--- src/hdl/exu_pkg.sv ---
package exu_pkg;

    localparam int xlen      = 64;
    localparam int reg_idx_w = 5;
    localparam int mem_words = 32;

    // writeback source codes
    localparam logic [2:0] wb_alu  = 3'd0;
    localparam logic [2:0] wb_md   = 3'd1;
    localparam logic [2:0] wb_load = 3'd2;
    localparam logic [2:0] wb_imm  = 3'd3;
    localparam logic [2:0] wb_pc4  = 3'd4;

    typedef enum logic [2:0] {
        unit_alu    = 3'd0,
        unit_muldiv = 3'd1,
        unit_load   = 3'd2,
        unit_store  = 3'd3,
        unit_branch = 3'd4,
        unit_jump   = 3'd5,
        unit_upper  = 3'd6,
        unit_sys    = 3'd7
    } unit_e;

    // alu func: bit 4 marks an immediate operand, 10..14 are the word forms
    // load func: bits 1:0 size, bit 2 zero extension
    // branch func follows funct3
    typedef enum logic [7:0] {
        op_add   = 8'h00, op_sub   = 8'h01, op_sll   = 8'h02, op_srl   = 8'h03,
        op_sra   = 8'h04, op_slt   = 8'h05, op_sltu  = 8'h06, op_and   = 8'h07,
        op_or    = 8'h08, op_xor   = 8'h09, op_addw  = 8'h0a, op_subw  = 8'h0b,
        op_sllw  = 8'h0c, op_srlw  = 8'h0d, op_sraw  = 8'h0e,
        op_addi  = 8'h10, op_slli  = 8'h12, op_srli  = 8'h13, op_srai  = 8'h14,
        op_slti  = 8'h15, op_sltiu = 8'h16, op_andi  = 8'h17, op_ori   = 8'h18,
        op_xori  = 8'h19, op_addiw = 8'h1a, op_slliw = 8'h1c, op_srliw = 8'h1d,
        op_sraiw = 8'h1e,
        op_mul   = 8'h20, op_divu  = 8'h21, op_remu  = 8'h22,
        op_mulw  = 8'h30, op_divw  = 8'h31, op_remw  = 8'h32,
        op_lb    = 8'h40, op_lh    = 8'h41, op_lw    = 8'h42, op_ld    = 8'h43,
        op_lbu   = 8'h44, op_lhu   = 8'h45, op_lwu   = 8'h46,
        op_sb    = 8'h60, op_sh    = 8'h61, op_sw    = 8'h62, op_sd    = 8'h63,
        op_beq   = 8'h80, op_bne   = 8'h81, op_blt   = 8'h84, op_bge   = 8'h85,
        op_bltu  = 8'h86, op_bgeu  = 8'h87,
        op_jal   = 8'ha0, op_jalr  = 8'ha1,
        op_lui   = 8'hc0, op_auipc = 8'hc1,
        op_ebreak = 8'he0
    } op_e;

    typedef union packed {
        op_e code;
        struct packed {
            unit_e      unit;
            logic [4:0] func;
        } f;
    } exu_op_u;

    typedef enum logic [1:0] {
        src_reg  = 2'd0,
        src_imm  = 2'd1,
        src_four = 2'd2
    } alu_src_e;

endpackage
--- src/hdl/exu_regfile.sv ---
`timescale 1ns/1ns

module exu_regfile import exu_pkg::*; (
    input  logic                 clk,
    input  logic                 arst_n,
    input  logic                 we,
    input  logic [reg_idx_w-1:0] waddr,
    input  logic [xlen-1:0]      wdata,
    input  logic [reg_idx_w-1:0] raddr1,
    input  logic [reg_idx_w-1:0] raddr2,
    output logic [xlen-1:0]      rdata1,
    output logic [xlen-1:0]      rdata2,
    output logic [xlen-1:0]      a0
);

    // x0 has no storage
    logic [xlen-1:0] regs [1:31];

    always_ff @(posedge clk or negedge arst_n) begin
        if (!arst_n) begin
            for (int i = 1; i < 32; i++) begin
                regs[i] <= '0;
            end
        end else if (we && waddr != '0) begin
            regs[waddr] <= wdata;
        end
    end

    assign rdata1 = (raddr1 == '0) ? '0 : regs[raddr1];
    assign rdata2 = (raddr2 == '0) ? '0 : regs[raddr2];
    assign a0     = regs[10];

endmodule

--- config.mk ---
export PLATFORM = sky130hd
export DESIGN_NAME = exu_regfile
export DESIGN_NICKNAME = d
export VERILOG_FILES = /design/src/hdl/exu_pkg.sv /design/src/hdl/exu_regfile.sv
export SDC_FILE = /design/constraint.sdc
export NUM_CORES = 2
export LEC_CHECK = 0
export BUFFER_PORTS_ARGS = -buffer_cell sky130_fd_sc_hd__clkbuf_2
export CORE_ASPECT_RATIO = 1.25
export CORE_MARGIN = 5
export CORE_UTILIZATION = 28
export CTS_BUF_LIST = sky130_fd_sc_hd__clkbuf_2
export DETAILED_ROUTE_END_ITERATION = 8
export PLACE_DENSITY = 0.45
export SLEW_MARGIN = 20
export SYNTH_ARGS = -nofsm -noshare
export SYNTH_HDL_FRONTEND = slang
export SYNTH_SLANG_ARGS = --single-unit
--- constraint.sdc ---
create_clock -name clk -period 3.2 [get_ports clk]
set_clock_uncertainty 0.15 [all_clocks]
set_input_delay 0.16 -clock clk [delete_from_list [all_inputs] [get_ports clk]]
set_output_delay 0.16 -clock clk [all_outputs]
set_load 0.01 [all_outputs]
==> key figures <==
Pwr
  – Internal Pwr Total: 47400 µW
  – Switching part of the total power: 32.6%
  – Power Dens Cells: 555 mW/mm²
  – P_sw: 23000 µW
  – Combinational power share: 25.7%
  – Clock power frac: 26.3%
  – Flop pwr share: 48.0%
  – LEAKAGE: 0.0559 µW
  – Peak supply drop: 0.283 mV

Clocking
  – Clk_lat worst skew: 1910 ps
  – CTS max path bufs: 4
  – Clock slew at reported path FFs: 110 ps
  – Clock sinks: 1984
  – Htree depth: 6
  – TritonCTS clock tree: done
  – Root Buffer: clkbuf_2
  – CTS buffer count: 543

Critical path
  – CP max-delay cell: mux4_2
  – WS Path Type: reg2out
  – Cell Chain, Critical Path: mux4_2, mux2_2, o211ai_1, o21ai_0, buf_4, clkbuf_2
  – CP Max Fanout: 3
  – CP arrival: 3870 ps
  – FF-to-FF End: a0[28]$_DFFE_PN0P_
  – Setup crit start kind: flop
  – Setup crit end kind: primary output
  – Top delay family on crit path: multiplexers
  – Reg-to-reg slack, setup: 1350 ps
  – Reg2Reg Launch Point: a0[28]$_DFFE_PN0P_
  – CP startpoint: regs[979]$_DFFE_PN0P_
  – Crit path buf inv count: 2
  – FF-to-FF path depth: 4
  – Critical path's largest stage delay: 480 ps
  – CP required: 2890 ps

Finish
  – Fin area: 0.127 mm²
  – Area Overhead vs Synth: 18.4%
  – Final core occ: 33.2%
  – Most frequent cells in the layout: mux2_2 (2152), dfrtp_1 (1964), clkbuf_2 (1012)
  – Layout cells sized above 1: 56.6%
  – Final nets: 8402
  – Commonest non-fill, non-tap cell in the layout: mux2_2

Global routing
  – GRT Total Usage: 21.3%
  – Initial antenna violation count: 34
  – Vias in the first global route: 79700
  – First-pass GRT wire length: 611000 µm
  – Largest net degree at the start of global routing: 134
  – GRT overflow: 0

Timing
  – Final Hold Viols: 0
  – Worst-margin pin slew: 1130 ps
  – Tmin final: 4180 ps
  – Hold WS: 81.2 ps
  – Final Setup Violations: 139
  – Top achievable clock speed: 0.239 GHz
  – Fin Setup TNS: -87610 ps
  – Slew HR: 24.3%
  – RSZ-0062 raised after global routing: true
  – Final worst slack: -977 ps
  – Final worst-path cycle share: 131%
  – Final Slew Violations: 0

Die
  – Die Area: 0.395 mm²
  – Top-Level Pins: 274
  – Core Footprint: 0.382 mm²
  – Initial Utilization: 28.0%
  – FP Rows: 254
  – Die Span Y: 702 µm
  – Die W: 563 µm

Yosys
  – Synth cell types: 44
  – Post-Synthesis Cells: 7513
  – Post-synth top flop: dfrtp_1
  – Share of flip-flops with an asynchronous set or reset: 100%
  – Syn Nets: 7595
  – Post-synth EDFFs: 0
  – Mapped Area: 0.107 mm²
  – Mean post-synth cell area: 14.3 µm²
  – YS warnings: 0
  – Synthesized flop and latch total: 1984
  – Register area share after synthesis: 46.3%

Route
  – Final ANT Viol Nets: 0
  – Final wirelength: 432000 µm
  – Via-to-Cell Ratio: 5.37
  – Vias: 74100
  – DR WL/cell: 31.3 µm
  – Iter 0 DRT Violations: 4951
  – DRC viols: 0
  – Pre-antenna DRT Iters: 7

Placed design
  – RD Place Congestion: 0.782
  – Hpwl dp: 266000 µm
  – Port Buffers: 273
  – Setup slack after placement: -49.5 ps
  – Post-DP Area: 0.117 mm²

Min path
  – Hold EP: regs[1790]$_DFFE_PN0P_
  – Hold path cells: 5
  – HP Start: wdata[62]
  – Worst min path class: in2reg

Status
  – Failing checks: setup timing
  – Status: finished with violations

Job
  – Max cap viols: 0
synth_stat cells, types with 79 or more instances:
cell / instances / area share [%]
a221oi_1: 119 / 0.97
buf_2: 251 / 1.2
nor2_1: 98 / 0.34
o21ai_0: 105 / 0.49
mux4_2: 748 / 16
mux2_2: 2178 / 23
nand2_1: 253 / 0.89
clkbuf_1: 446 / 1.6
o211ai_1: 79 / 0.55
nor3_1: 88 / 0.41
nor2b_1: 121 / 0.71
dfrtp_1: 1984 / 46
a21oi_1: 121 / 0.57
buf_4: 105 / 0.74
mux2i_1: 458 / 4.3
layout make-up:
cell class / count / area [µm²]
fill: 38000 / 255000
inverter: 1 / 6.26
multi-input combinational: 4662 / 54800
tap: 5120 / 6410
clock buffer: 799 / 4000
antenna: 22 / 55.1
sequential: 1984 / 49700
timing repair buffer: 1128 / 11400
clock inverter: 96 / 549
worst reg2reg max path: cells and delay by family, from the launching register on:
family	cells	cell delay [ps]
buffers and inverters	3	860
DFF	1	490
muxes	1	250
through the flow:
step	total power, µW	instances
floorplan	44900	7513
global placement	50500	12500
detailed placement	51100	12500
CTS	71100	13700
global route	74200	13800
finish	70400	13800
registers in the layout, indices dropped and copies added (netlist names):
name	cells
regs	1920
a0	64
layer usage:
metal	track usage [%]	share of wire, %	vias to the layer above
met4	6.33	3.3	14
met3	3.69	5.0	735
met1	28.4	43	40600
met5	0	0.021	-
met2	35.3	48	2235
li1	-	-	30500
logic make-up after synthesis:
family / synth area share [%]
mux: 43.0
buf+inv: 3.80
simple gates: 2.68
flops: 46.3
compound gates: 4.19
worst max-delay path by stage:
stage	to	slack (ps)	cells past startpoint
finish	rdata2[19]	-980	6
global route	rdata2[17]	-1200	6
CTS	rdata2[28]	-1180	6
detailed placement	rdata1[56]	-50	7
global placement	rdata1[56]	-90	8
floorplan	rdata2[5]	1030	8
power groups by stage:
stage	clock [µW]	sequential (µW)	combinational, µW
2_1_floorplan	0	32700	12100
3_3_place_gp	0	33900	16600
3_5_place_dp	0	34200	16900
4_1_cts	19400	33700	18000
5_1_grt	20500	34300	19400
6_report	18500	33800	18100
what timing repair did:
action | in CTS | in global routing
hold buffers | 247 | 32
hold endpoints to repair | 3968 | 693
pin swaps | 71 | 66
endpoints found under the setup margin | 139 | 150
gates cloned | 0 | 2
setup buffers | 58 | 33
gates resized for setup | 273 | 135
Power figures use the tool's default switching activity.
