File: config.mk
export PLATFORM = sky130hd
export DESIGN_NAME = exu_ctrl
export DESIGN_NICKNAME = d
export VERILOG_FILES = /design/src/hdl/exu_pkg.sv /design/src/hdl/exu_ctrl.sv
export SDC_FILE = /design/constraint.sdc
export NUM_CORES = 1
export LEC_CHECK = 0
export ABC_CLOCK_PERIOD_IN_PS = 5050
export BUFFER_PORTS_ARGS = -buffer_cell sky130_fd_sc_hd__clkbuf_2
export CELL_PAD_IN_SITES_DETAIL_PLACEMENT = 1
export CELL_PAD_IN_SITES_GLOBAL_PLACEMENT = 1
export CORE_UTILIZATION = 34
export DETAILED_ROUTE_END_ITERATION = 12
export PLACE_DENSITY = 0.95
export SYNTH_ARGS = -nofsm -noshare
export SYNTH_HDL_FRONTEND = slang
export SYNTH_SLANG_ARGS = --single-unit
export TNS_END_PERCENT = 10
File: constraint.sdc
create_clock -name vclk -period 5.05
set_clock_uncertainty 0.15 [all_clocks]
set_input_delay 1.01 -clock vclk [all_inputs]
set_output_delay 1.01 -clock vclk [all_outputs]
set_load 0.02 [all_outputs]
File: src/hdl/exu_pkg.sv
package exu_pkg;

    localparam int xlen      = 64;
    localparam int reg_idx_w = 5;
    localparam int mem_words = 32;

    // writeback source codes
    localparam logic [2:0] wb_alu  = 3'd0;
    localparam logic [2:0] wb_md   = 3'd1;
    localparam logic [2:0] wb_load = 3'd2;
    localparam logic [2:0] wb_imm  = 3'd3;
    localparam logic [2:0] wb_pc4  = 3'd4;

    typedef enum logic [2:0] {
        unit_alu    = 3'd0,
        unit_muldiv = 3'd1,
        unit_load   = 3'd2,
        unit_store  = 3'd3,
        unit_branch = 3'd4,
        unit_jump   = 3'd5,
        unit_upper  = 3'd6,
        unit_sys    = 3'd7
    } unit_e;

    // alu func: bit 4 marks an immediate operand, 10..14 are the word forms
    // load func: bits 1:0 size, bit 2 zero extension
    // branch func follows funct3
    typedef enum logic [7:0] {
        op_add   = 8'h00, op_sub   = 8'h01, op_sll   = 8'h02, op_srl   = 8'h03,
        op_sra   = 8'h04, op_slt   = 8'h05, op_sltu  = 8'h06, op_and   = 8'h07,
        op_or    = 8'h08, op_xor   = 8'h09, op_addw  = 8'h0a, op_subw  = 8'h0b,
        op_sllw  = 8'h0c, op_srlw  = 8'h0d, op_sraw  = 8'h0e,
        op_addi  = 8'h10, op_slli  = 8'h12, op_srli  = 8'h13, op_srai  = 8'h14,
        op_slti  = 8'h15, op_sltiu = 8'h16, op_andi  = 8'h17, op_ori   = 8'h18,
        op_xori  = 8'h19, op_addiw = 8'h1a, op_slliw = 8'h1c, op_srliw = 8'h1d,
        op_sraiw = 8'h1e,
        op_mul   = 8'h20, op_divu  = 8'h21, op_remu  = 8'h22,
        op_mulw  = 8'h30, op_divw  = 8'h31, op_remw  = 8'h32,
        op_lb    = 8'h40, op_lh    = 8'h41, op_lw    = 8'h42, op_ld    = 8'h43,
        op_lbu   = 8'h44, op_lhu   = 8'h45, op_lwu   = 8'h46,
        op_sb    = 8'h60, op_sh    = 8'h61, op_sw    = 8'h62, op_sd    = 8'h63,
        op_beq   = 8'h80, op_bne   = 8'h81, op_blt   = 8'h84, op_bge   = 8'h85,
        op_bltu  = 8'h86, op_bgeu  = 8'h87,
        op_jal   = 8'ha0, op_jalr  = 8'ha1,
        op_lui   = 8'hc0, op_auipc = 8'hc1,
        op_ebreak = 8'he0
    } op_e;

    typedef union packed {
        op_e code;
        struct packed {
            unit_e      unit;
            logic [4:0] func;
        } f;
    } exu_op_u;

    typedef enum logic [1:0] {
        src_reg  = 2'd0,
        src_imm  = 2'd1,
        src_four = 2'd2
    } alu_src_e;

endpackage
File: src/hdl/exu_ctrl.sv
`timescale 1ns/1ns

module exu_ctrl import exu_pkg::*; (
    input  exu_op_u         op,
    input  logic [xlen-1:0] pc,
    input  logic [xlen-1:0] imm,
    input  logic [xlen-1:0] alu_result,
    input  logic            branch_taken,
    input  logic            halt,
    output logic            wb_en,
    output logic            a_sel_pc,
    output alu_src_e        b_sel,
    output logic            mem_rd,
    output logic            mem_wr,
    output logic [2:0]      wb_sel,
    output logic [xlen-1:0] dnpc,
    output logic            halt_set
);

    logic [xlen-1:0] snpc;
    logic [xlen-1:0] target;

    assign snpc   = pc + 64'd4;
    assign target = pc + imm;

    always_comb begin
        wb_en    = 1'b0;
        a_sel_pc = 1'b0;
        b_sel    = src_reg;
        mem_rd   = 1'b0;
        mem_wr   = 1'b0;
        wb_sel   = wb_alu;
        halt_set = 1'b0;
        dnpc     = snpc;
        case (op.code)
            op_add, op_sub, op_sll, op_srl, op_sra, op_slt, op_sltu, op_and, op_or,
            op_xor, op_addw, op_subw, op_sllw, op_srlw, op_sraw: begin
                wb_en = 1'b1;
            end
            op_addi, op_slli, op_srli, op_srai, op_slti, op_sltiu, op_andi, op_ori,
            op_xori, op_addiw, op_slliw, op_srliw, op_sraiw: begin
                wb_en = 1'b1;
                b_sel = src_imm;
            end
            op_mul, op_divu, op_remu, op_mulw, op_divw, op_remw: begin
                wb_en  = 1'b1;
                wb_sel = wb_md;
            end
            op_lb, op_lh, op_lw, op_ld, op_lbu, op_lhu, op_lwu: begin
                wb_en  = 1'b1;
                b_sel  = src_imm;
                mem_rd = 1'b1;
                wb_sel = wb_load;
            end
            op_sb, op_sh, op_sw, op_sd: begin
                b_sel  = src_imm;
                mem_wr = 1'b1;
            end
            op_beq, op_bne, op_blt, op_bge, op_bltu, op_bgeu: begin
                dnpc = branch_taken ? target : snpc;
            end
            op_jal: begin
                // link address pc+4 comes out of the alu
                wb_en    = 1'b1;
                a_sel_pc = 1'b1;
                b_sel    = src_four;
                dnpc     = target;
            end
            op_jalr: begin
                wb_en  = 1'b1;
                b_sel  = src_imm;
                wb_sel = wb_pc4;
                dnpc   = {alu_result[xlen-1:1], 1'b0};
            end
            op_lui: begin
                wb_en  = 1'b1;
                wb_sel = wb_imm;
            end
            op_auipc: begin
                wb_en    = 1'b1;
                a_sel_pc = 1'b1;
                b_sel    = src_imm;
            end
            op_ebreak: halt_set = !halt;
            default: ;
        endcase
        // core is frozen once halted
        if (halt) begin
            wb_en  = 1'b0;
            mem_wr = 1'b0;
        end
    end

endmodule

==> results.py <==
metrics = {
    "outcome": {
        "status": "finished, violations left",
        "failed_checks": "setup timing",
    },
    "die": {
        "floorplan.initialDensity": 0.349,
        "dieArea_sq_um": 18400,
        "floorplan.die.width_um": 135,
        "die-height_um": 135,
        "fp.coreArea_sq_um": 17400,
        "floorplan.io_pins": 276,
        "std_cell_rows": 48,
    },
    "pwr": {
        "p_leak_nw": 4.27,
        "pwr_density_cell_nw_per_um2": 116,
        "power.net_switching_w": 0.000606,
        "sw_frac_of_total": 0.577,
        "clkPwrFrac": 0,
        "sum_of_internal_switching_and_leakage_power_w": 0.00105,
        "combPwrFrac": 1.000,
        "proportion_of_power_drawn_by_flip_flops_and_latches": 0,
        "power.ir.vdd_worst_uv": 53.9,
        "pint_w": 0.000444,
    },
    "yosys": {
        "synth.distinct_cells": 68,
        "seq_area_frac_synth": 0,
        "syn_area_sq_um": 6060,
        "synth.avg_cell_area_sq_um": 6.55,
        "synthesis.nets": 1192,
        "netlist_instances": 925,
        "yosysWarningCount": 0,
    },
    "final_layout": {
        "n_clock_buffer": 0,
        "regArea_sq_um": 0,
        "layout_commonest_cell": "clkbuf_2",
        "synth_to_layout_area_growth_pct": 49.2,
        "post_route_cells_drive_above_1_share": 0.381,
        "layout.filler_cells": 2321,
        "most-common-layout-cells": "clkbuf_2 (264), buf_4 (144), nand2_1 (103)",
        "num-nets-final": 1561,
        "layout.cell_area.non_filler_sq_um": 9040,
        "sequential_cell_total": 0,
    },
    "clock_network": {
        "cts-hold-fix-buffers": 0,
    },
    "sta": {
        "max_clock_freq_mhz": 195,
        "finalWorstPathRequiredPeriod_ns": 5.13,
        "final_hold_viol_count": 0,
        "unrepaired_setup_endpoints_after_global_routing": "true",
        "final_max_slew_viol_count": 0,
        "final.setup.worst_slack_ns": -0.0763,
        "max_slew_margin": 0.187,
        "worstMarginPinSlew_ns": 1.22,
        "timing.setup.tns_ns": -0.128,
        "final.period_utilization": 1.02,
        "setup_violations": 5,
    },
    "route": {
        "remaining_antenna_violation_count_after_routing": 0,
        "detail_routed_via_count_per_cell": 6.38,
        "detailroute.via_count": 9682,
        "drt_initial_violations": 778,
        "avgRoutedWirePerCell_um": 23.2,
        "totalWireLength_um": 35200,
        "drt_drc_violations_left": 0,
        "drt_pre_antenna_iters": 5,
    },
    "grt": {
        "grt_max_degree": 41,
        "grt.overflow.total": 0,
        "initial_antenna_violation_count": 0,
        "grt.total_usage": 0.353,
        "vias_in_the_first_global_route": 9970,
        "grt_pass1_wl_um": 51600,
    },
    "setup_path": {
        "worst-path-max-fanout": 6,
        "critical_path.endpoint_type": "output port",
        "critPathKind": "input pin to output port",
        "critPathLaunchType": "input pin",
        "cpPeakStageDelay_ns": 0.42,
        "cp_data_required_time_ns": 3.89,
        "timing.critical_path.slowest_stage_cell": "ha_1",
        "arrival_ns": 3.97,
        "cp_cell_sequence": "clkbuf_2 > ha_1 > a21oi_2 > nand4_1 > o22ai_1 > o31ai_2 > a311oi_1 > buf_4 > o41ai_4 > a31oi_4 > o311ai_4 > xnor2_2 > o21ai_1 > clkbuf_4",
    },
    "place": {
        "hpwlAfterDp_um": 28300,
        "port-buffer-count": 275,
        "gp_routability_congestion": 0.954,
        "detailed_place.area_sq_um": 8550,
    },
    "worst_hold_path": {
        "worst_hold_path_type": "input pin to output port",
        "min_delay_path_depth": 3,
    },
    "job": {
        "max-cap-violations": 0,
    },
}
## cells by family (layout without fill, tap and decap cells)
kind of cell,after synthesis,after routing,synth area share
muxes,4,4,0.00682
adders and majority gates,65,65,0.136
and+or+nand+nor,353,353,0.292
AOI/OAI and AO/OA,317,317,0.357
other,0,1,0
buffers and inverters,73,440,0.0461
xor gates and xnor gates,113,113,0.163
## Yosys cell counts, types with 6 or more instances
master	count	area, sq um
xor2_1	54	473
a22oi_1	29	218
a21oi_1	65	325
a21o_1	26	195
o21bai_1	11	82.6
nand2b_1	7	43.8
a211oi_1	12	90.1
a31oi_1	8	50.1
nor3b_1	8	60.1
ha_1	64	801
nor2_1	72	270
and4_1	6	52.6
xnor2_1	59	517
nand4_1	40	250
and3_1	17	106
clkbuf_1	41	154
inv_1	24	90.1
o21ai_1	10	50.1
o21a_1	10	75.1
nand3_1	43	215
o21ai_0	73	365
nor3_1	21	105
nand2_1	103	387
o221ai_1	26	228
## area by class of cell
type	count	area, sq um	share of cell area
diodes	1	2.50	0.000277
inverters	24	90.1	0.00997
multi-input cells	852	6180	0.684
well taps	225	282	0.0311
repair buffers	416	2480	0.275
## timing repair
item                       4_1_cts  5_1_grt
buffers inserted                 4        3
pin swaps                       14       20
gates resized for setup         32       63
gates cloned                     0        0
setup endpoints to repair       22       26
## stage by stage
stage                     utilization  hold WS, ns  std cells  worst slack, ns
after floorplan                     -         1.95        925            0.188
after global placement          0.493         2.19       1510           -0.228
after detailed placement        0.493         2.20       1510           -0.319
after CTS                       0.502         2.20       1514          -0.0400
after global routing            0.521         2.20       1517           -0.157
final                           0.521         2.19       1518          -0.0763
## layer usage
metal,track usage,vias up,share of wire
met1,0.397,4600,0.37
met5,0,-,0
met2,0.638,636,0.49
li1,-,4243,-
met4,0.199,0,0.070
met3,0.0441,203,0.071
## power groups by stage
stage	clock [W]	combinational, W	sequential, W
6_report	0.0000000000266	0.00105	0
5_1_grt	0	0.00111	0
4_1_cts	0	0.000968	0
3_5_place_dp	0	0.000937	0
3_3_place_gp	0	0.000882	0
2_1_floorplan	0	0.000520	0
## path summary, 6_finish.rpt
path / startpoint / endpoint
worst max-delay path: pc[34] / dnpc[61]
worst min-delay path: halt / wb_en
## critical path, delay by kind of cell
| kind | cells | cell delay [ns] |
|---|---|---|
| and+or+nand+nor | 1 | 0.14 |
| xor gates and xnor gates | 1 | 0.17 |
| buffers and inverters | 3 | 0.49 |
| AOI/OAI and AO/OA | 8 | 1.72 |
| adders and majority gates | 1 | 0.42 |
No activity file was read; power rests on OpenSTA's default activity.
